## src/oc_pkg.sv

```systemverilog
package oc_pkg;

    // ==================================================
    // Sizes
    // ==================================================
    localparam int LANES      = 4;
    localparam int DATA_W     = 16;
    localparam int NUM_WARPS  = 4;
    localparam int NUM_REGS   = 16;
    localparam int NUM_BANKS  = 4;
    localparam int BANK_DEPTH = 4;
    localparam int NUM_UNITS  = 4;
    // Must stay wider than the unit count so in-flight numbers never alias
    localparam int SEQ_W      = 4;
    localparam int EX_CREDITS = 2;

    // ==================================================
    // Vector types
    // ==================================================
    typedef logic [1:0]                  warp_t;
    typedef logic [3:0]                  reg_idx_t;
    typedef logic [1:0]                  bank_t;
    typedef logic [$clog2(BANK_DEPTH)-1:0] off_t;
    typedef logic [1:0]                  unit_idx_t;
    typedef logic [SEQ_W-1:0]            seq_t;
    typedef logic [LANES-1:0]            lane_mask_t;
    typedef logic [LANES*DATA_W-1:0]     vreg_t;
    // Bit 0 rs1, bit 1 rs2
    typedef logic [1:0]                  need_t;
    typedef logic [$clog2(EX_CREDITS+1)-1:0] credit_t;

    typedef enum logic [3:0] {
        OP_NOP = 4'h0,
        OP_TID = 4'h1,
        OP_MOV = 4'h2,
        OP_NOT = 4'h3,
        OP_NEG = 4'h4,
        OP_ADD = 4'h5,
        OP_SUB = 4'h6,
        OP_AND = 4'h7,
        OP_OR  = 4'h8,
        OP_MUL = 4'h9
    } op_e;

    typedef enum logic [1:0] {
        IDLE,
        COLLECTING,
        READY
    } unit_state_e;

    // Interleaved banking, low index bits pick the bank
    function automatic bank_t bank_of(reg_idx_t r);
        return r[1:0];
    endfunction

    function automatic off_t off_of(reg_idx_t r);
        return r[3:2];
    endfunction

endpackage

```

## src/oc_if.sv

```systemverilog


// Collect stage to register file, one read slot per bank
interface oc_bank_if;
    logic [oc_pkg::NUM_BANKS-1:0] req;
    oc_pkg::warp_t                warp  [oc_pkg::NUM_BANKS];
    oc_pkg::off_t                 off   [oc_pkg::NUM_BANKS];
    // Valid the cycle after req
    oc_pkg::vreg_t                rdata [oc_pkg::NUM_BANKS];

    modport source (output req, warp, off, input  rdata);
    modport target (input  req, warp, off, output rdata);
endinterface


```

## src/oc_regfile.sv

```systemverilog
`timescale 1ns/1ps

module oc_regfile (
    input  logic               clk,
    input  logic               rst_n,
    oc_bank_if.target          bank,
    input  logic               wb_valid,
    input  oc_pkg::warp_t      wb_warp,
    input  oc_pkg::reg_idx_t   wb_rd,
    input  oc_pkg::lane_mask_t wb_mask,
    input  oc_pkg::vreg_t      wb_data
);

    oc_pkg::bank_t wb_bank;
    oc_pkg::off_t  wb_off;

    assign wb_bank = oc_pkg::bank_of(wb_rd);
    assign wb_off  = oc_pkg::off_of(wb_rd);

    for (genvar b = 0; b < oc_pkg::NUM_BANKS; b++) begin : g_bank
        oc_pkg::vreg_t mem [oc_pkg::NUM_WARPS][oc_pkg::BANK_DEPTH];
        oc_pkg::vreg_t rdata_q;
        logic          wr_hit;
        logic          same_row;

        assign wr_hit   = wb_valid && (wb_bank == oc_pkg::bank_t'(b));
        // Writeback targets the row being read this cycle
        assign same_row = wr_hit && (wb_warp == bank.warp[b]) && (wb_off == bank.off[b]);

        always_ff @(posedge clk) begin
            for (int l = 0; l < oc_pkg::LANES; l++) begin
                if (wr_hit && wb_mask[l]) begin
                    mem[wb_warp][wb_off][l*oc_pkg::DATA_W +: oc_pkg::DATA_W] <=
                        wb_data[l*oc_pkg::DATA_W +: oc_pkg::DATA_W];
                end
                // Write-first, masked lanes come from the writeback
                if (bank.req[b]) begin
                    if (same_row && wb_mask[l]) begin
                        rdata_q[l*oc_pkg::DATA_W +: oc_pkg::DATA_W] <=
                            wb_data[l*oc_pkg::DATA_W +: oc_pkg::DATA_W];
                    end else begin
                        rdata_q[l*oc_pkg::DATA_W +: oc_pkg::DATA_W] <=
                            mem[bank.warp[b]][bank.off[b]][l*oc_pkg::DATA_W +: oc_pkg::DATA_W];
                    end
                end
            end
        end

        assign bank.rdata[b] = rdata_q;
    end

    // An unknown writeback row would land in no valid register
    a_wb_rd_known: assert property (@(posedge clk) disable iff (!rst_n)
        wb_valid |-> !$isunknown({wb_warp, wb_rd}));

endmodule

```

## src/flat_wrapper.sv

```systemverilog
// flat-port wrapper written by rule: the top's interface ports become plain ports
module oc_regfile_flat 
  (clk, rst_n, wb_valid, wb_warp, wb_rd, wb_mask, wb_data, bank_req, bank_warp, bank_off, bank_rdata);
  oc_bank_if bank_i ();
  input  logic clk;
  input  logic rst_n;
  input  logic wb_valid;
  input  oc_pkg::warp_t wb_warp;
  input  oc_pkg::reg_idx_t wb_rd;
  input  oc_pkg::lane_mask_t wb_mask;
  input  oc_pkg::vreg_t wb_data;
  input wire logic [$bits(bank_i.req)-1:0] bank_req;
  input wire logic [$bits(bank_i.warp)-1:0] bank_warp;
  input wire logic [$bits(bank_i.off)-1:0] bank_off;
  output wire logic [$bits(bank_i.rdata)-1:0] bank_rdata;
  assign bank_i.req = bank_req;
  assign bank_i.warp = {>>{bank_warp}};
  assign bank_i.off = {>>{bank_off}};
  assign bank_rdata = {>>{bank_i.rdata}};
  oc_regfile u_core (.clk(clk), .rst_n(rst_n), .bank(bank_i), .wb_valid(wb_valid), .wb_warp(wb_warp), .wb_rd(wb_rd), .wb_mask(wb_mask), .wb_data(wb_data));
endmodule
```

## config.mk

```make
export PLATFORM = sky130hd
export DESIGN_NAME = oc_regfile_flat
export DESIGN_NICKNAME = d
export VERILOG_FILES = /design/src/oc_pkg.sv /design/src/oc_if.sv /design/src/oc_regfile.sv /design/src/flat_wrapper.sv
export SDC_FILE = /design/constraint.sdc
export NUM_CORES = 2
export LEC_CHECK = 0
export BUFFER_PORTS_ARGS = -buffer_cell sky130_fd_sc_hd__buf_2
export CAP_MARGIN = 15
export CORE_MARGIN = 2
export CORE_UTILIZATION = 40
export CTS_BUF_LIST = sky130_fd_sc_hd__clkbuf_4 sky130_fd_sc_hd__clkbuf_8
export DETAILED_ROUTE_END_ITERATION = 10
export PLACE_DENSITY = 0.63
export SYNTH_ARGS = -nofsm -noshare
export SYNTH_HDL_FRONTEND = slang
export SYNTH_SLANG_ARGS = --single-unit
```

## constraint.sdc

```tcl
create_clock -name clk -period 4.76 [get_ports clk]
set_clock_uncertainty 0.2 [all_clocks]
set_input_delay 0.238 -clock clk [delete_from_list [all_inputs] [get_ports clk]]
set_output_delay 0.238 -clock clk [all_outputs]
set_load 0.02 [all_outputs]
```

# After elaboration in Yosys (flattened, before gate mapping)
# Memories as Yosys holds them, arrays and structs flattened.
# Cells that the tools add are included.
[word_totals] ff_bits=256 mem_bits_rw=4096 inputBits=97 out_inout_bits=256 elab_cells=6288 memories=4
[memory_table] memory="u_core.g_bank[0].mem" depth=4 word_bits=256 read_ports=1 rd_clocked_by_memory_dff=0 write_ports=1 line="oc_regfile.sv:21" rtl="oc_pkg::vreg_t mem [oc_pkg::NUM_WARPS][oc_pkg::BANK_DEPTH];"
[memory_table] memory="u_core.g_bank[1].mem" depth=4 word_bits=256 read_ports=1 rd_clocked_by_memory_dff=0 write_ports=1 line="oc_regfile.sv:21"
[memory_table] memory="u_core.g_bank[2].mem" depth=4 word_bits=256 read_ports=1 rd_clocked_by_memory_dff=0 write_ports=1 line="oc_regfile.sv:21"
[memory_table] memory="u_core.g_bank[3].mem" depth=4 word_bits=256 read_ports=1 rd_clocked_by_memory_dff=0 write_ports=1 line="oc_regfile.sv:21"
[op_classes] n_lt_le_gt_ge=6 eq_ne=11 mux=3140 bitwise_logic=3077 n_reduce_logical=46
[ops] cell="two-way mux 256 bit" n=16
[ops] cell="two-way mux 1 bit" n=3088
[ops] cell="bitwise OR 1 bit" n=3072
[ops] cell="two-way mux 64 bit" n=9
[ops] cell="binary-select mux 64 bit (select 2 bit)" n=4
[ops] cell="demux 64 bit (select 2 bit)" n=4
[ops] cell="two-way mux 16 bit" n=17
[ops] cell="two-way mux 48 bit" n=1
[ops] cell="logical AND 1 bit" n=45
[ops] cell="two-way mux 32 bit" n=1
[ops] cell="equality test 2 bit" n=8
[ops] cell=">= comparator 3 bit, second input constant" n=5
[ops] cell="inverter 2 -> 3 bit" n=5
[ops] cell="equality test 2 bit, second input constant" n=2
[ops] cell="less-than comparator 3 x 1 -> 1 bit, second input constant" n=1
[ops] cell="equality test 2 x 1 -> 1 bit, second input constant" n=1
[ops] cell="logical NOT 2 bit" n=1

# Logic depth before layout (Yosys ltp)
[depth] word_depth=9 ltp_mapped=7 mapped_depth_nobuf=4

# Least setup slack after synthesis
# OpenSTA, ideal clock, no wires.
[synth_path] path_kind="in2reg" from="in wb_rd[2]" to="mem u_core.g_bank[0].mem[0][144] (netlist bit), enable pin" setup_ps=388 t_arrival_ps=1889 t_required_ps=4172 path_slack_ps=2282 cell_stages=6 path_buffers=3 path_cell_list="buf_2 nor2b_1 clkbuf_1 clkbuf_1 nand2_1 nor2_1"
[synth_between] elab_chain_len=9 word_cells_on_any_way=16 cone_classes="order compare (2); mux (9); bitwise (4); reduce/logical (1)"
[synth_lines] element="start: declaration" line="flat_wrapper.sv:9" rtl="input oc_pkg::reg_idx_t wb_rd;"
[synth_lines] element="inverter 2 -> 3 bit (not written as such) *" line="oc_regfile.sv:33" rtl="mem[wb_warp][wb_off][l*oc_pkg::DATA_W +: oc_pkg::DATA_W] <="
[synth_lines] element=">= comparator 3 bit (not written as such) or less-than comparator 3 x 1 -> 1 bit (tied branches)" line="oc_regfile.sv:33"
[synth_lines] element="logical AND 1 bit (not written as such)" line="oc_regfile.sv:33"
[synth_lines] element="two-way mux 32 bit (not written as such)" line="oc_regfile.sv:33"
[synth_lines] element="demux 64 bit (select 2 bit)" line="oc_regfile.sv:33"
[synth_lines] element="two-way mux 256 bit (not written as such)" line="oc_regfile.sv:33"
[synth_lines] element="bitwise OR 1 bit (no line) (2 in a row)"
[synth_lines] element="bitwise OR 1 bit (no line) *"
[synth_lines] element="end: declaration" line="oc_regfile.sv:21"
# Every way passes the cells marked *; elsewhere a longest branch is shown, timed or not.

# Worst setup path after layout
[layout_path] from="in wb_rd[2]" to="mem u_core.g_bank[3].mem[2][150] (netlist bit), enable pin"
[layout_between] elab_chain_len=9 word_cells_on_any_way=16 cone_classes="order compare (2); mux (9); bitwise (4); reduce/logical (1)"
[layout_lines] element="inverter 2 -> 3 bit (not written as such) *" line="oc_regfile.sv:33"
[layout_lines] element=">= comparator 3 bit (not written as such) or less-than comparator 3 x 1 -> 1 bit (tied branches)" line="oc_regfile.sv:33"
[layout_lines] element="logical AND 1 bit (not written as such)" line="oc_regfile.sv:33"
[layout_lines] element="two-way mux 32 bit (not written as such)" line="oc_regfile.sv:33"
[layout_lines] element="demux 64 bit (select 2 bit)" line="oc_regfile.sv:33"
[layout_lines] element="two-way mux 256 bit (not written as such)" line="oc_regfile.sv:33"
[layout_lines] element="bitwise OR 1 bit (no line) (2 in a row)"
[layout_lines] element="bitwise OR 1 bit (no line) *"
[layout_lines] element="end: declaration" line="oc_regfile.sv:21"
# Marked as above.

==> results.toml <==
[clock_network]
h-tree-depth = 6
cts.path.max_buffers = 4
clkTransAtPathRegs_ps = 70
cts_root_buffer = "clkbuf_8"
clk_latency_ps = 1210
cts_buffers = 662
cts_tree = "built"
cts.sinks = 4352

[placed_design]
port_buffers = 351
routabilityCongestion = 0.777
dp_slack_ps = 1320
dp.final_hpwl_mm = 241
dpl.cell_count = 13100

[logic_synthesis]
synth_compound_area_share_pct = 2.32
synth_xor_area_share_pct = 0.0847
netlist_area_um2 = 165000
syn_nets = 7307
synthTopCellsByArea = "edfxtp_1 79%, mux4_2 14%, a22oi_1 2.3%"
netlist_instances = 7210
synth_seq_cells = 4352
ys_types = 24
synth_top_family_by_area = "multiplexers"
synthMuxAreaShare_pct = 15.7
synth_fa_ha_area_share_pct = 0
avgSynthCellArea_um2 = 23.0
yosys.area_share.simple_pct = 1.55
ys_seq_area_share_pct = 79.0
ys_warn_count = 0
synth_top_cell_area_share_pct = 79.0
synth_top_area_cell = "edfxtp_1"

[detailed_routing]
drc = 0
drt-pass1-iter-count = 6
routed_via_density = 5.52
drt-wirelength-per-cell_um = 28.9
drt_iter0_markers = 8094
routed_wl_mm = 418
vias = 79900
antenna_left = 0

[grt]
grt_max_degree = 147
grt_pass1_wl_mm = 593
grt_usage_pct = 19.6
gr-total-overflow = 0
antenna_found_initial = 31
grt_pass1_vias = 83400

[floorplanning]
pin_count = 353
chipWidth_um = 647
start_util_pct = 40.1
die-area_um2 = 419000
core_area_um2 = 413000
die_h_um = 647
rows = 236

[sta]
setup_slack_ps = 546
finalSetupViolCount = 0
rsz0062_at_grt = "no"
tightest_slew_ps = 1210
drv_slew = 0
min_period_over_period_pct = 88.5
relSlewSlack_pct = 19.6
fmax_ghz = 0.237
setup_tns_ps = 0
hold_viol = 0
post-route-min-period_ps = 4210

[setup_path]
critical_path_class = "in2reg"
rr_worst_depth = 8
path_buf_inv = 5
arrival_ps = 4940
path_cells = "dlygate4sd3_1 > buf_2 > nor2b_4 > dlygate4sd3_1 > nand2_1 > dlygate4sd3_1 > nor2_1 > dlygate4sd3_1"
critPathSlowestCell = "dlygate4sd3_1"
crit_required_ps = 5490
r2r_slack_ps = 740
cpMostUsedCell = "dlygate4sd3_1"
r2r_end = "u_core.g_bank[1].rdata_q[23]$_DFFE_PP_"
crit_family = "buffers and inverters"
startpoint_type = "primary input"
worstPathMaxFanout = 9
path_depth = 8
slowest_delay_ps = 1080
reg2reg_from = "u_core.g_bank[1].mem[1][151]$_DFFE_PP_"
endpoint_kind = "register"

[cells_and_area]
areaGrowthSynthToFinish_pct = 15.3
mostFrequentLayoutCells = "4352 x edfxtp_1, 1024 x mux4_2, 675 x clkbuf_8, 512 x a22oi_1, 409 x buf_4"
fin_nets = 8560
final_common_cell = "edfxtp_1"
fin_cells = 14500
utilization_pct = 46.2
drive_above_1_share_pct = 35.1

[job]
drv_cap = 0

[power]
peakVddDrop_v = 0.000281
powerDensity_nw_per_um2 = 403
p_leak_uw = 0.0611
power_uw = 76800

[worst_hold_path]
worstHoldStart = "wb_data[52]"
hold_depth = 3
hp-class = "in2reg"
hold-path-endpoint = "u_core.g_bank[0].mem[0][52]$_DFFE_PP_"

[status]
status = "completed"
[worst min-delay path: stages]
cell and delay [ps]:
dlygate4sd3_1 540, buf_2 130, buf_4 280
[cell families (layout without fill, tap and decap cells)]
group,count (synthesis),after routing
flip-flops,4352,4352
multiplexers,1280,1280
AND/OR/NAND/NOR,643,643
AO/OA/AOI/OAI,512,512
buffers and inverters,407,2177
XOR/XNOR,16,16
other,0,10
[where the power goes]
part	leakage, uW	switching, uW	internal [uW]
clock	0.00672	14200	15600
combinational	0.0150	2710	1560
sequential	0.0394	184	42600
[layout make-up]
class / instances / area [um^2]
Antenna cell: 10 / 25.0
Clock buffer: 886 / 10900
Clock inverter: 295 / 1840
Fill cell: 33800 / 222000
Multi-Input combinational cell: 2451 / 32700
Sequential cell: 4352 / 131000
Tap cell: 5474 / 6850
Timing Repair Buffer: 996 / 7770
[flip-flops by register name, indices dropped and copies added (netlist names)]
name / flops
u_core.g_bank.mem: 4096
u_core.g_bank.rdata_q: 256
[cell usage after synthesis, drive strengths merged]
| cell | n |
|---|---|
| a22oi | 512 |
| and2 | 21 |
| and3 | 1 |
| and3b | 2 |
| buf | 208 |
| clkbuf | 199 |
| edfxtp | 4352 |
| mux2 | 256 |
| mux4 | 1024 |
| nand2 | 328 |
| nand2b | 2 |
| nand4 | 3 |
| nor2 | 264 |
| nor2b | 19 |
| nor3b | 1 |
| nor4 | 1 |
| or2 | 1 |
| xnor2 | 12 |
| xor2 | 4 |
[layer usage]
metal	vias up	GRT usage [%]	part of all wire, %
met1	42900	24.6	38
met4	14	7.12	3.7
met5	-	0	0.022
met2	3151	34.1	52
met3	684	3.48	6.5
li1	33100	-	-
[repair_timing]
action,4_1_cts,5_1_grt
setup endpoints to repair,0,0
resized for setup,0,0
setup buffers,0,0
hold buffers,208,0
endpoints found under the hold margin,8684,0
[stage by stage]
stage,hold WS (ps),cell area (um^2)
after global placement,237,176000
after floorplan,137,165000
final,91.8,191000
after detailed placement,237,176000
after global routing,71.3,191000
after CTS,0.398,191000
[how the worst max path moves through the flow]
stage | start | end | slack (ps)
5_1_grt | u_core.g_bank[1].mem[1][151]$_DFFE_PP_ | u_core.g_bank[1].rdata_q[23]$_DFFE_PP_ | 640
6_report | wb_rd[2] | u_core.g_bank[3].mem[2][150]$_DFFE_PP_ | 550
3_5_place_dp | wb_rd[2] | u_core.g_bank[2].mem[1][144]$_DFFE_PP_ | 1320
2_1_floorplan | wb_rd[2] | u_core.g_bank[0].mem[0][144]$_DFFE_PP_ | 2280
4_1_cts | wb_rd[2] | u_core.g_bank[3].mem[2][150]$_DFFE_PP_ | 700
3_3_place_gp | wb_rd[2] | u_core.g_bank[2].mem[1][144]$_DFFE_PP_ | 1320
Note: power is estimated with default switching activity, not from simulation.
