**src/oc_pkg.sv**
```systemverilog
package oc_pkg;

    // ==================================================
    // Sizes
    // ==================================================
    localparam int LANES      = 4;
    localparam int DATA_W     = 16;
    localparam int NUM_WARPS  = 4;
    localparam int NUM_REGS   = 16;
    localparam int NUM_BANKS  = 4;
    localparam int BANK_DEPTH = 4;
    localparam int NUM_UNITS  = 4;
    // Must stay wider than the unit count so in-flight numbers never alias
    localparam int SEQ_W      = 4;
    localparam int EX_CREDITS = 2;

    // ==================================================
    // Vector types
    // ==================================================
    typedef logic [1:0]                  warp_t;
    typedef logic [3:0]                  reg_idx_t;
    typedef logic [1:0]                  bank_t;
    typedef logic [$clog2(BANK_DEPTH)-1:0] off_t;
    typedef logic [1:0]                  unit_idx_t;
    typedef logic [SEQ_W-1:0]            seq_t;
    typedef logic [LANES-1:0]            lane_mask_t;
    typedef logic [LANES*DATA_W-1:0]     vreg_t;
    // Bit 0 rs1, bit 1 rs2
    typedef logic [1:0]                  need_t;
    typedef logic [$clog2(EX_CREDITS+1)-1:0] credit_t;

    typedef enum logic [3:0] {
        OP_NOP = 4'h0,
        OP_TID = 4'h1,
        OP_MOV = 4'h2,
        OP_NOT = 4'h3,
        OP_NEG = 4'h4,
        OP_ADD = 4'h5,
        OP_SUB = 4'h6,
        OP_AND = 4'h7,
        OP_OR  = 4'h8,
        OP_MUL = 4'h9
    } op_e;

    typedef enum logic [1:0] {
        IDLE,
        COLLECTING,
        READY
    } unit_state_e;

    // Interleaved banking, low index bits pick the bank
    function automatic bank_t bank_of(reg_idx_t r);
        return r[1:0];
    endfunction

    function automatic off_t off_of(reg_idx_t r);
        return r[3:2];
    endfunction

endpackage

```
**src/oc_if.sv**
```systemverilog
`timescale 1ns/1ps

// Allocate stage to collect stage, one new instruction per valid cycle
interface oc_alloc_if;
    logic              valid;
    oc_pkg::unit_idx_t unit;
    oc_pkg::warp_t     warp;
    oc_pkg::op_e       op;
    oc_pkg::reg_idx_t  rd;
    oc_pkg::reg_idx_t  rs1;
    oc_pkg::reg_idx_t  rs2;
    oc_pkg::need_t     need;
    oc_pkg::seq_t      seq;

    modport source (output valid, unit, warp, op, rd, rs1, rs2, need, seq);
    modport sink   (input  valid, unit, warp, op, rd, rs1, rs2, need, seq);
endinterface


```
**src/oc_alloc_stage.sv**
```systemverilog
`timescale 1ns/1ps

module oc_alloc_stage (
    input  logic              clk,
    input  logic              rst_n,
    input  logic              dispatch_valid,
    input  oc_pkg::warp_t     dispatch_warp,
    input  oc_pkg::op_e       dispatch_op,
    input  oc_pkg::reg_idx_t  dispatch_rd,
    input  oc_pkg::reg_idx_t  dispatch_rs1,
    input  oc_pkg::reg_idx_t  dispatch_rs2,
    input  logic              free_valid,
    input  oc_pkg::unit_idx_t free_unit,
    oc_alloc_if.source        alloc,
    output logic              dispatch_credit
);

    logic [oc_pkg::NUM_UNITS-1:0] free_mask;
    oc_pkg::seq_t                 issue_cnt [oc_pkg::NUM_WARPS];
    oc_pkg::unit_idx_t            pick;
    oc_pkg::need_t                need;

    // Lowest free unit wins
    always_comb begin
        pick = '0;
        for (int u = oc_pkg::NUM_UNITS - 1; u >= 0; u--) begin
            if (free_mask[u]) begin
                pick = oc_pkg::unit_idx_t'(u);
            end
        end
    end

    // Opcode class to source mask, unknown opcodes read both
    always_comb begin
        case (dispatch_op)
            oc_pkg::OP_NOP, oc_pkg::OP_TID:                 need = 2'b00;
            oc_pkg::OP_MOV, oc_pkg::OP_NOT, oc_pkg::OP_NEG: need = 2'b01;
            default:                                        need = 2'b11;
        endcase
    end

    always_ff @(posedge clk or negedge rst_n) begin
        if (!rst_n) begin
            free_mask       <= '1;
            alloc.valid     <= 1'b0;
            dispatch_credit <= 1'b0;
            for (int w = 0; w < oc_pkg::NUM_WARPS; w++) begin
                issue_cnt[w] <= '0;
            end
        end else begin
            alloc.valid     <= dispatch_valid;
            // One credit back per freed unit, a cycle later
            dispatch_credit <= free_valid;
            if (free_valid) begin
                free_mask[free_unit] <= 1'b1;
            end
            if (dispatch_valid) begin
                free_mask[pick]          <= 1'b0;
                issue_cnt[dispatch_warp] <= issue_cnt[dispatch_warp] + 1'b1;
            end
        end
    end

    // Instruction fields ride along with valid
    always_ff @(posedge clk) begin
        if (dispatch_valid) begin
            alloc.unit <= pick;
            alloc.warp <= dispatch_warp;
            alloc.op   <= dispatch_op;
            alloc.rd   <= dispatch_rd;
            alloc.rs1  <= dispatch_rs1;
            alloc.rs2  <= dispatch_rs2;
            alloc.need <= need;
            alloc.seq  <= issue_cnt[dispatch_warp];
        end
    end

    // Upstream credit count must keep dispatch within the free pool
    a_no_overrun: assert property (@(posedge clk) disable iff (!rst_n)
        dispatch_valid |-> |free_mask);

endmodule

```
**src/flat_wrapper.sv**
```systemverilog
// flat-port wrapper written by rule: the top's interface ports become plain ports
module oc_alloc_stage_flat 
  (clk, rst_n, dispatch_valid, dispatch_warp, dispatch_op, dispatch_rd, dispatch_rs1, dispatch_rs2, free_valid, free_unit, dispatch_credit, alloc_valid, alloc_unit, alloc_warp, alloc_op, alloc_rd, alloc_rs1, alloc_rs2, alloc_need, alloc_seq);
  oc_alloc_if alloc_i ();
  input  logic clk;
  input  logic rst_n;
  input  logic dispatch_valid;
  input  oc_pkg::warp_t dispatch_warp;
  input  oc_pkg::op_e dispatch_op;
  input  oc_pkg::reg_idx_t dispatch_rd;
  input  oc_pkg::reg_idx_t dispatch_rs1;
  input  oc_pkg::reg_idx_t dispatch_rs2;
  input  logic free_valid;
  input  oc_pkg::unit_idx_t free_unit;
  output logic dispatch_credit;
  output wire logic [$bits(alloc_i.valid)-1:0] alloc_valid;
  output wire logic [$bits(alloc_i.unit)-1:0] alloc_unit;
  output wire logic [$bits(alloc_i.warp)-1:0] alloc_warp;
  output wire logic [$bits(alloc_i.op)-1:0] alloc_op;
  output wire logic [$bits(alloc_i.rd)-1:0] alloc_rd;
  output wire logic [$bits(alloc_i.rs1)-1:0] alloc_rs1;
  output wire logic [$bits(alloc_i.rs2)-1:0] alloc_rs2;
  output wire logic [$bits(alloc_i.need)-1:0] alloc_need;
  output wire logic [$bits(alloc_i.seq)-1:0] alloc_seq;
  assign alloc_valid = alloc_i.valid;
  assign alloc_unit = alloc_i.unit;
  assign alloc_warp = alloc_i.warp;
  assign alloc_op = alloc_i.op;
  assign alloc_rd = alloc_i.rd;
  assign alloc_rs1 = alloc_i.rs1;
  assign alloc_rs2 = alloc_i.rs2;
  assign alloc_need = alloc_i.need;
  assign alloc_seq = alloc_i.seq;
  oc_alloc_stage u_core (.clk(clk), .rst_n(rst_n), .dispatch_valid(dispatch_valid), .dispatch_warp(dispatch_warp), .dispatch_op(dispatch_op), .dispatch_rd(dispatch_rd), .dispatch_rs1(dispatch_rs1), .dispatch_rs2(dispatch_rs2), .free_valid(free_valid), .free_unit(free_unit), .alloc(alloc_i), .dispatch_credit(dispatch_credit));
endmodule
```
**config.mk**
```make
export PLATFORM = sky130hd
export DESIGN_NAME = oc_alloc_stage_flat
export DESIGN_NICKNAME = d
export VERILOG_FILES = /design/src/oc_pkg.sv /design/src/oc_if.sv /design/src/oc_alloc_stage.sv /design/src/flat_wrapper.sv
export SDC_FILE = /design/constraint.sdc
export NUM_CORES = 1
export LEC_CHECK = 0
export BUFFER_PORTS_ARGS = -buffer_cell sky130_fd_sc_hd__buf_2
export CAP_MARGIN = 20
export CORE_MARGIN = 2
export CORE_UTILIZATION = 51
export DETAILED_ROUTE_END_ITERATION = 8
export GPL_TIMING_DRIVEN = 0
export MAX_ROUTING_LAYER = met4
export PLACE_DENSITY = 0.89
export SLEW_MARGIN = 40
export SYNTH_ARGS = -nofsm -noshare
export SYNTH_HDL_FRONTEND = slang
export SYNTH_SLANG_ARGS = --single-unit
```
**constraint.sdc**
```tcl
create_clock -name clk -period 2.31 [get_ports clk]
set_input_delay 0 -clock clk [delete_from_list [all_inputs] [get_ports clk]]
set_output_delay 0 -clock clk [all_outputs]
set_load 0.05 [all_outputs]
```
Yosys cells after proc, flatten, opt, wreduce, memory -nomap -nowiden
Cells that the tools add are included.

word-level totals
  bits of input ports = 24
  output and inout port bits = 28
  flip-flop bits (word level) = 48
  word-level logic and storage cells = 53

cells by class
  equal/unequal tests = 4
  $add $sub $neg = 1
  bitwise logic cells = 4
  reduce and logical (&&, ||, !) cells = 6
  multiplexer cells = 17
  order comparisons = 6

operators by type and width
  kind                                                                                  number
  4-bit two-way mux                                                                     5
  16-bit bitwise mux                                                                    1
  4-bit binary-select mux with 2-bit select                                             1
  4-bit demux with 2-bit select                                                         1
  4-bit by 2-bit == test with 1-bit output (second input constant)                      2
  2-bit two-way mux                                                                     4
  2-bit by 3-bit < comparator with 1-bit output (second input constant)                 2
  4-bit by 1-bit adder with 4-bit output (second input constant)                        1
  4-bit bitwise AND                                                                     1
  1-bit demux with 2-bit select                                                         2
  4-bit by 1-bit == test with 1-bit output (second input constant)                      1
  4-bit by 3-bit == test with 1-bit output (second input constant)                      1
  2-bit by 1-bit greater-or-equal comparator with 1-bit output (second input constant)  2
  4-bit zero test                                                                       1
  4-bit inverter                                                                        1
  4-bit OR                                                                              1
  2-bit one-hot mux with 2 select lines                                                 1
  3-bit greater-or-equal comparator (second input constant)                             1
  1-bit logical AND                                                                     3
  3-bit by 1-bit < comparator with 1-bit output (second input constant)                 1
  2-bit inverter with 3-bit output                                                      1
  3-bit OR reduction                                                                    1
  1-bit two-way mux                                                                     2
  2-bit OR reduction                                                                    1

Longest topological paths before layout
Gate-level depths: netlist of run 1.

  depth in word-level cells = 11
  depth in mapped cells = 5
  mapped depth without buffers = 4

Worst setup path before layout of run 1
Ideal clock, no wire load.

  path kind = register to register
  start = register u_core.issue_cnt[8] in the netlist's numbering
  end = register u_core.issue_cnt[13] in the netlist's numbering
  arrival time = 1.585 ns
  required time = 2.185 ns
  setup time = 0.125 ns
  period minus slack after synthesis = 1.710 ns
  stages on the path, launching flop included = 5
  path buffers = 1
  setup slack = 0.600 ns
  cells stage by stage = dfrtp_1 > mux4_1 > buf_2 > ha_1 > mux2_2

on the way
  longest elaborated chain between the ends = 5

ends and longest elaborated chain
  item                                                  line                  text
  from (decl)                                           oc_alloc_stage.sv:19  oc_pkg::seq_t issue_cnt [oc_pkg::NUM_WARPS];
  from (signal, indexed assignment)                     oc_alloc_stage.sv:59  issue_cnt[dispatch_warp] <= issue_cnt[dispatch_warp] + 1'b1;
  4-bit binary-select mux with 2-bit select             oc_alloc_stage.sv:59
  4-bit two-way mux (implied by the code) (2 in a row)  oc_alloc_stage.sv:59
  4-bit by 1-bit adder with 4-bit output                oc_alloc_stage.sv:59
  16-bit bitwise mux                                    oc_alloc_stage.sv:59

No other way between the ends. The select of a mux whose other input is x is not followed.
A chain may end at the register's enable or synchronous reset.

Worst setup path after layout of run 1
  start = input dispatch_warp[0]
  end = register u_core.issue_cnt[1] in the netlist's numbering

on the way
  longest elaborated chain between the ends = 6
  elaborated cells on any way between the ends = 11
  those cells by class = 1 x add/sub; 2 x order compare; 6 x mux; 1 x bitwise; 1 x reduce/logical

ends and longest elaborated chain
  item                                                                                            line                  text
  from (decl)                                                                                     flat_wrapper.sv:8     input oc_pkg::warp_t dispatch_warp;
  2-bit inverter with 3-bit output (implied by the code) *                                        oc_alloc_stage.sv:59
  4-bit binary-select mux with 2-bit select (tied with other cells)                               oc_alloc_stage.sv:59
  4-bit two-way mux (implied by the code) / 1-bit logical AND (equally long branches)             oc_alloc_stage.sv:59
  4-bit two-way mux (implied by the code)                                                         oc_alloc_stage.sv:59
  4-bit by 1-bit adder with 4-bit output / 4-bit demux with 2-bit select (equally long branches)  oc_alloc_stage.sv:59
  16-bit bitwise mux *                                                                            oc_alloc_stage.sv:59

Every way passes the cells marked *; elsewhere a longest branch is shown, timed or not. The select of a mux whose other input is x is not followed.

==> flow_summary_export.csv, run 1 <==
group,metric,value,unit
status,outcome,"complete, no violations",
worst_hold_path,hold_path.class,"input pin to register",
clock_tree,htreeDepth,2,
global_routing,antenna_found_initial,0,
die,placementRows,22,
synth,synth_edf_count,26,
synth,ys_warn_count,0,
clock_tree,clk_pin_slew,0.08,ns
sta,slew_headroom,62.1,%
worst_setup_path,crit_type,"input pin to register",
routing,drc_errors,0,
clock_tree,clock_path_buffers,2,
power,p_leak,0.00108,uW
die,io_pins,52,
sta,worst_pin_slew,0.568,ns
worst_setup_path,r2r_end,"u_core.issue_cnt[1]",
layout,nNetsFinal,226,
synth,synthFlopType,"edfxtp_1",
routing,vias_per_cell,5.48,
worst_setup_path,rr_startpoint,"u_core.issue_cnt[8]",
worst_setup_path,reg2reg_depth,4,
worst_hold_path,hp-start,"free_unit[0]",
clock_tree,clock_sinks,48,
sta,fin_worst_skew,0.00657,ns
worst_setup_path,crit_start,"dispatch_warp[0]",
worst_hold_path,hold_path_depth,2,
synth,netlist.area_leader.share,40.8,%
sta,slew_violations,0,
worst_setup_path,crit_arrival,2.11,ns
placed_design,placed_area,2230,um^2
synth,synth.area.top_cells,"edfxtp_1 (41%), dfrtp_1 (24%), dfstp_2 (5.5%), mux4_2 (3.5%), mux2_2 (2.4%)",
synth,avgSynthCellArea,15.6,um^2
power,seqPwrFrac,45.7,%
power,peakVddDrop,0.600,mV
power,comb_power_share,29.7,%
flow_run,drv_cap,0,
power,p_sw,909,uW
clock_tree,cts_buffers,5,
routing,via_count,1371,
clock_tree,post-cts-setup-buffer-count,0,
sta,hold_viol_final,0,
power,p_sw_share,32.4,%
sta,final.min_clock_period,1.93,ns
synth,yosysSeqAreaShare,69.8,%
clock_tree,cts_root_buf,"clkbuf_8",
worst_setup_path,path_max_fanout,10,
power,p_clk_share,24.6,%
clock_tree,clk_latency,0.30,ns
placed_design,dp_hpwl,2.77,mm
routing,routed_wl,4.35,mm
synth,async_flop_share,45.8,%
power,power.density,1100,nW/um^2
layout,design_area,2560,um^2
sta,rsz0062_at_grt,"false",
layout,drive_gt1_share,39.1,%
worst_setup_path,cp-start-kind,"input pin",
placed_design,globalplace.congestion,0.893,
synth,syn_nets,148,
sta,finalSetupTns,0,ns
synth,synth.distinct_cells,36,
routing,drt-initial-drc-count,99,
sta,setup_viol,0,
die,die-height,65.2,um
routing,detail-route-antenna-nets,0,
synth,yosys_register_bits,48,
global_routing,grt_pass1_wl,6.82,mm
worst_setup_path,end_kind,"register",
layout,area_growth,33.9,%
global_routing,grt.total_usage,23.0,%
synth,syn_area,1910,um^2
routing,wl_per_cell,17.4,um
die,coreArea,3630,um^2
die,start_util,52.7,%
sta,fin_crit_sh,83.4,%
global_routing,grt_pass1_vias,1386,
global_routing,grt_start_max_net_pins,30,
die,dieArea,4260,um^2
worst_setup_path,reg2reg_setup_slack,0.48,ns
die,die_w,65.2,um
worst_hold_path,min_to,"u_core.free_mask[1]",
layout,diodes,0,
routing,drt_first_pass_iters,4,
sta,fmax,519,MHz
global_routing,grt-ovfl-total,0,
clock_tree,cts_tree,"yes",
synth,synth_top_cell_by_area,"edfxtp_1",
placed_design,io_buffers,51,
synth,syn_inst,123,
power,intPower,1900,uW
worst_setup_path,required,2.49,ns
[state kept, by name, indices dropped and copies added (netlist names)]
register,count
u_core.alloc.need,2
u_core.alloc.op,4
u_core.alloc.rd,4
u_core.alloc.rs1,4
u_core.alloc.rs2,4
u_core.alloc.seq,4
u_core.alloc.unit,2
u_core.alloc.valid,1
u_core.alloc.warp,2
u_core.dispatch_credit,1
u_core.free_mask,4
u_core.issue_cnt,16
[timing repair]
| item | CTS | global route |
|---|---|---|
| endpoints found under the hold margin | 39 | 0 |
| resized for setup | 0 | 0 |
| hold buffers | 20 | 0 |
[power groups by stage]
| stage | logic, uW | registers [uW] | clock network (uW) |
|---|---|---|---|
| 3_3_place_gp | 753 | 1270 | 0 |
| 5_1_grt | 898 | 1310 | 735 |
| 6_report | 833 | 1280 | 690 |
| 2_1_floorplan | 389 | 1480 | 0 |
| 4_1_cts | 826 | 1280 | 702 |
| 3_5_place_dp | 799 | 1290 | 0 |
[cells in the mapped netlist, types with 2 or more instances]
cell type and number:
inv_1 3, dfrtp_1 18, a21oi_1 4, a31o_1 3, o21ai_1 6, dfstp_2 4, edfxtp_1 26, nand4b_1 2
nand2_1 9, nand2b_1 5, mux2_2 4, buf_2 2, a31oi_1 3, mux4_2 3, nor2_1 5, o211ai_2 3
or2_1 3, nand3b_1 2
[through the flow]
step                total power, uW  std cells  setup slack, ns  util [%]  hold WS [ns]
floorplan                      1870        123            0.600         -        -0.296
global placement               2020        222            0.547      61.3       -0.0278
detailed placement             2090        222            0.476      61.3       -0.0127
CTS                            2800        250            0.393      70.5        0.0145
global route                   2940        250            0.308      70.5        0.0207
finish                         2800        250            0.382      70.5        0.0174
[metal layers]
metal | vias up | wire length, um | global-route usage [%]
li1 | 623 | - | -
met5 | - | 0 | -
met3 | 10 | 329 | 6.34
met2 | 64 | 2210 | 39.5
met1 | 674 | 1740 | 25.9
met4 | 0 | 74 | 7.81
[placed cells by master (no fill, tap or decap)]
master | Yosys | routed
buf_2 | 2 | 53
edfxtp_1 | 26 | 26
dlygate4sd3_1 | 0 | 20
dfrtp_1 | 18 | 18
nand2_1 | 9 | 9
o21ai_1 | 6 | 6
nand2b_1 | 5 | 5
nor2_1 | 5 | 5
clkbuf_8 | 0 | 5
a21oi_1 | 4 | 4
mux2_2 | 4 | 4
dfstp_2 | 4 | 4
mux4_2 | 3 | 3
inv_1 | 3 | 3
a31oi_1 | 3 | 3
or2_1 | 3 | 3
a31o_1 | 3 | 3
o211ai_2 | 3 | 3
clkbuf_1 | 1 | 2
nand3b_1 | 2 | 2
nand4b_1 | 2 | 2
bufinv_16 | 0 | 2
buf_6 | 1 | 1
mux4_1 | 1 | 1
nor3_1 | 1 | 1
a32o_1 | 1 | 1
nor3b_1 | 1 | 1
o32a_1 | 1 | 1
o21ai_0 | 1 | 1
or3_1 | 1 | 1
nand3_2 | 1 | 1
nand3_1 | 1 | 1
nand4_1 | 1 | 1
a31o_2 | 1 | 1
nor3b_2 | 1 | 1
or4bb_1 | 1 | 1
o211ai_1 | 1 | 1
xnor2_2 | 1 | 1
ha_1 | 1 | 1
[final cells by class]
type / count / area (um^2)
inverters: 3 / 11.3
clock inverters: 2 / 60.1
flip-flops and latches: 48 / 1340
plain buffers: 4 / 25.0
fillers: 249 / 1070
multi-input cells: 68 / 541
clock buffers: 6 / 72.6
repair buffers: 71 / 455
well taps: 48 / 60.1
[critical path, stage by stage]
cell and delay [ns]:
dlygate4sd3_1 0.51, buf_2 0.17, buf_6 0.16, mux4_2 0.62, ha_1 0.36, mux2_2 0.28
[worst max-delay path by stage]
stage / to / slack (ns) / cells after the start
3_3_place_gp: u_core.issue_cnt[13] / 0.55 / 4
2_1_floorplan: u_core.issue_cnt[13] / 0.60 / 4
6_report: u_core.issue_cnt[1] / 0.38 / 6
4_1_cts: u_core.issue_cnt[1] / 0.39 / 6
5_1_grt: u_core.issue_cnt[14] / 0.31 / 7
3_5_place_dp: u_core.issue_cnt[1] / 0.48 / 4
[cell families after synthesis]
logic type,after synthesis,share of synthesized area (%)
and+or+nand+nor,34,10.4
adders and majority gates,1,0.654
buffers and inverters,7,1.90
DFF,48,69.8
xor gates and xnor gates,1,0.850
muxes,8,7.26
AOI/OAI and AO/OA,24,9.09
Power figures use the tool's default switching activity.
==> run 2: changes to the inputs <==
==> constraint.sdc (replaced) <==
create_clock -name clk -period 1.9 [get_ports clk]
set_input_delay 0 -clock clk [delete_from_list [all_inputs] [get_ports clk]]
set_output_delay 0 -clock clk [all_outputs]
set_load 0.05 [all_outputs]
==> run 2 against run 1 <==
Hold slack worse by 0.0021 ns. Global-route usage hardly changed. Register-to-register slack worse by 0.39 ns. Final cell count stayed put. Sequential share of layout area is 0.051 points lower. Flip-flop and latch count stayed put.
==> flow_summary_export.csv, run 2 (synthesized netlist as in run 1, its figures left out) <==
group,metric,value,unit
status,outcome,"complete, no violations",
worst_setup_path,critPathBufInv,1,
global_routing,grt-ovfl-total,0,
power,p_sw_share,32.4,%
sta,fmax,554,MHz
worst_setup_path,crit_type,"register to register",
worst_hold_path,hold_path.class,"input pin to register",
die,die_w,65.2,um
die,placementRows,22,
sta,setup_viol,0,
worst_setup_path,slowest_delay,0.50,ns
placed_design,io_buffers,51,
sta,slew_headroom,61.9,%
global_routing,grt_pass1_wl,6.84,mm
layout,regMostFlops,"u_core.issue_cnt",
sta,fin_crit_sh,95.1,%
layout,design_area,2560,um^2
power,p_leak,0.00108,uW
global_routing,grt.total_usage,23.0,%
layout,layout_common_cells,"buf_2 (52), edfxtp_1 (26), dlygate4sd3_1 (20)",
sta,rsz0062_at_grt,"false",
worst_setup_path,path_max_fanout,11,
sta,finalSetupTns,0,ns
worst_setup_path,cp-start-kind,"register",
power,p_clk_share,24.6,%
layout,final_common_cell,"buf_2",
clock_tree,cts_root_buf,"clkbuf_8",
layout,nFillCells,246,
clock_tree,cts_tree,"yes",
power,intPower,2310,uW
sta,worst_pin_slew,0.572,ns
layout,drive_gt1_share,39.1,%
sta,hold_viol_final,0,
clock_tree,clk_latency,0.30,ns
global_routing,antenna_found_initial,0,
clock_tree,clk_pin_slew,0.08,ns
placed_design,dp_hpwl,2.77,mm
layout,nNetsFinal,226,
sta,final.min_clock_period,1.81,ns
routing,via_count,1369,
routing,routed_wl,4.34,mm
clock_tree,clock_sinks,48,
routing,drt_first_pass_iters,4,
die,start_util,52.7,%
layout,final_util,70.6,%
layout,finalNonFillerCells,250,
placed_design,placed_area,2230,um^2
die,io_pins,52,
power,seqPwrFrac,45.7,%
layout,largest_reg_flops,16,
flow_run,drv_cap,0,
worst_setup_path,end_kind,"register",
worst_setup_path,worst_path_max_delay_cell,"mux4_1",
worst_setup_path,crit_family,"multiplexers",
worst_setup_path,required,2.08,ns
routing,drt-initial-drc-count,85,
layout,diodes,0,
power,p_total,3410,uW
sta,slew_violations,0,
power,power.density,1330,nW/um^2
global_routing,grt_start_max_net_pins,30,
clock_tree,post-cts-setup-buffer-count,0,
global_routing,grt_pass1_vias,1389,
power,peakVddDrop,0.725,mV
placed_design,globalplace.congestion,0.893,
clock_tree,htreeDepth,2,
clock_tree,cts_buffers,5,
worst_setup_path,crit_path_cell_trace,"mux4_1, buf_4, ha_1, mux2_2",
power,p_sw,1110,uW
die,dieArea,4260,um^2
worst_setup_path,crit_arrival,1.99,ns
routing,detail-route-antenna-nets,0,
die,die-height,65.2,um
clock_tree,clock_path_buffers,2,
power,comb_power_share,29.7,%
placed_design,placed_cells,222,
routing,drc_errors,0,
die,coreArea,3630,um^2
sta,fin_worst_skew,0.00714,ns
layout,area_growth,34.0,%
routing,vias_per_cell,5.48,
routing,wl_per_cell,17.4,um
[run 2: timing repair]
action                                 4_1_cts  5_1_grt
endpoints found under the hold margin       39        0
setup endpoints to repair                    0        5
hold buffers                                20        0
gates resized for setup                      0        2
[run 2: metal layers]
layer	global-route usage, %	part of all wire (%)	vias up
met1	26.1	40	672
met5	-	0	-
li1	-	-	627
met2	39.5	51	60
met4	7.81	1.8	0
met3	6.34	7.4	10
[run 2: final timing paths]
| path | startpoint | to | slack (ns) | depth (start not counted) |
|---|---|---|---|---|
| max | u_core.issue_cnt[8] | u_core.issue_cnt[1] | 0.09 | 4 |
| min | free_unit[0] | u_core.free_mask[1] | 0.02 | 2 |
| max reg2reg | u_core.issue_cnt[8] | u_core.issue_cnt[1] | 0.09 | 4 |
| min reg2reg | u_core.issue_cnt[6] | u_core.issue_cnt[6] | 0.50 | 2 |
| max in group asynchronous | rst_n | u_core.free_mask[3] | 1.35 | 2 |
| min in group asynchronous | rst_n | u_core.issue_cnt[15] | 0.19 | 2 |
[run 2: power groups by stage]
stage	clock [uW]	combinational [uW]	sequential (uW)
floorplan	0	473	1800
global placement	0	916	1540
detailed placement	0	971	1570
CTS	853	1000	1550
global route	893	1100	1590
finish	841	1010	1560
[run 2: final cells by class]
type	count	area [um^2]	share of cell area, %
multi-input cells	68	541	21.1
well taps	48	60.1	2.34
flip-flops and latches	48	1340	52.1
repair buffers	71	455	17.8
inverters	3	11.3	0.439
plain buffers	4	27.5	1.07
clock buffers	6	72.6	2.83
clock inverters	2	60.1	2.34
[run 2: stage by stage]
stage | hold slack [ns] | setup slack (ns)
after global routing | 0.0207 | 0.0105
after floorplan | -0.296 | 0.190
final | 0.0153 | 0.0937
after CTS | 0.0145 | 0.0558
after global placement | -0.0278 | 0.137
after detailed placement | -0.0127 | 0.0664
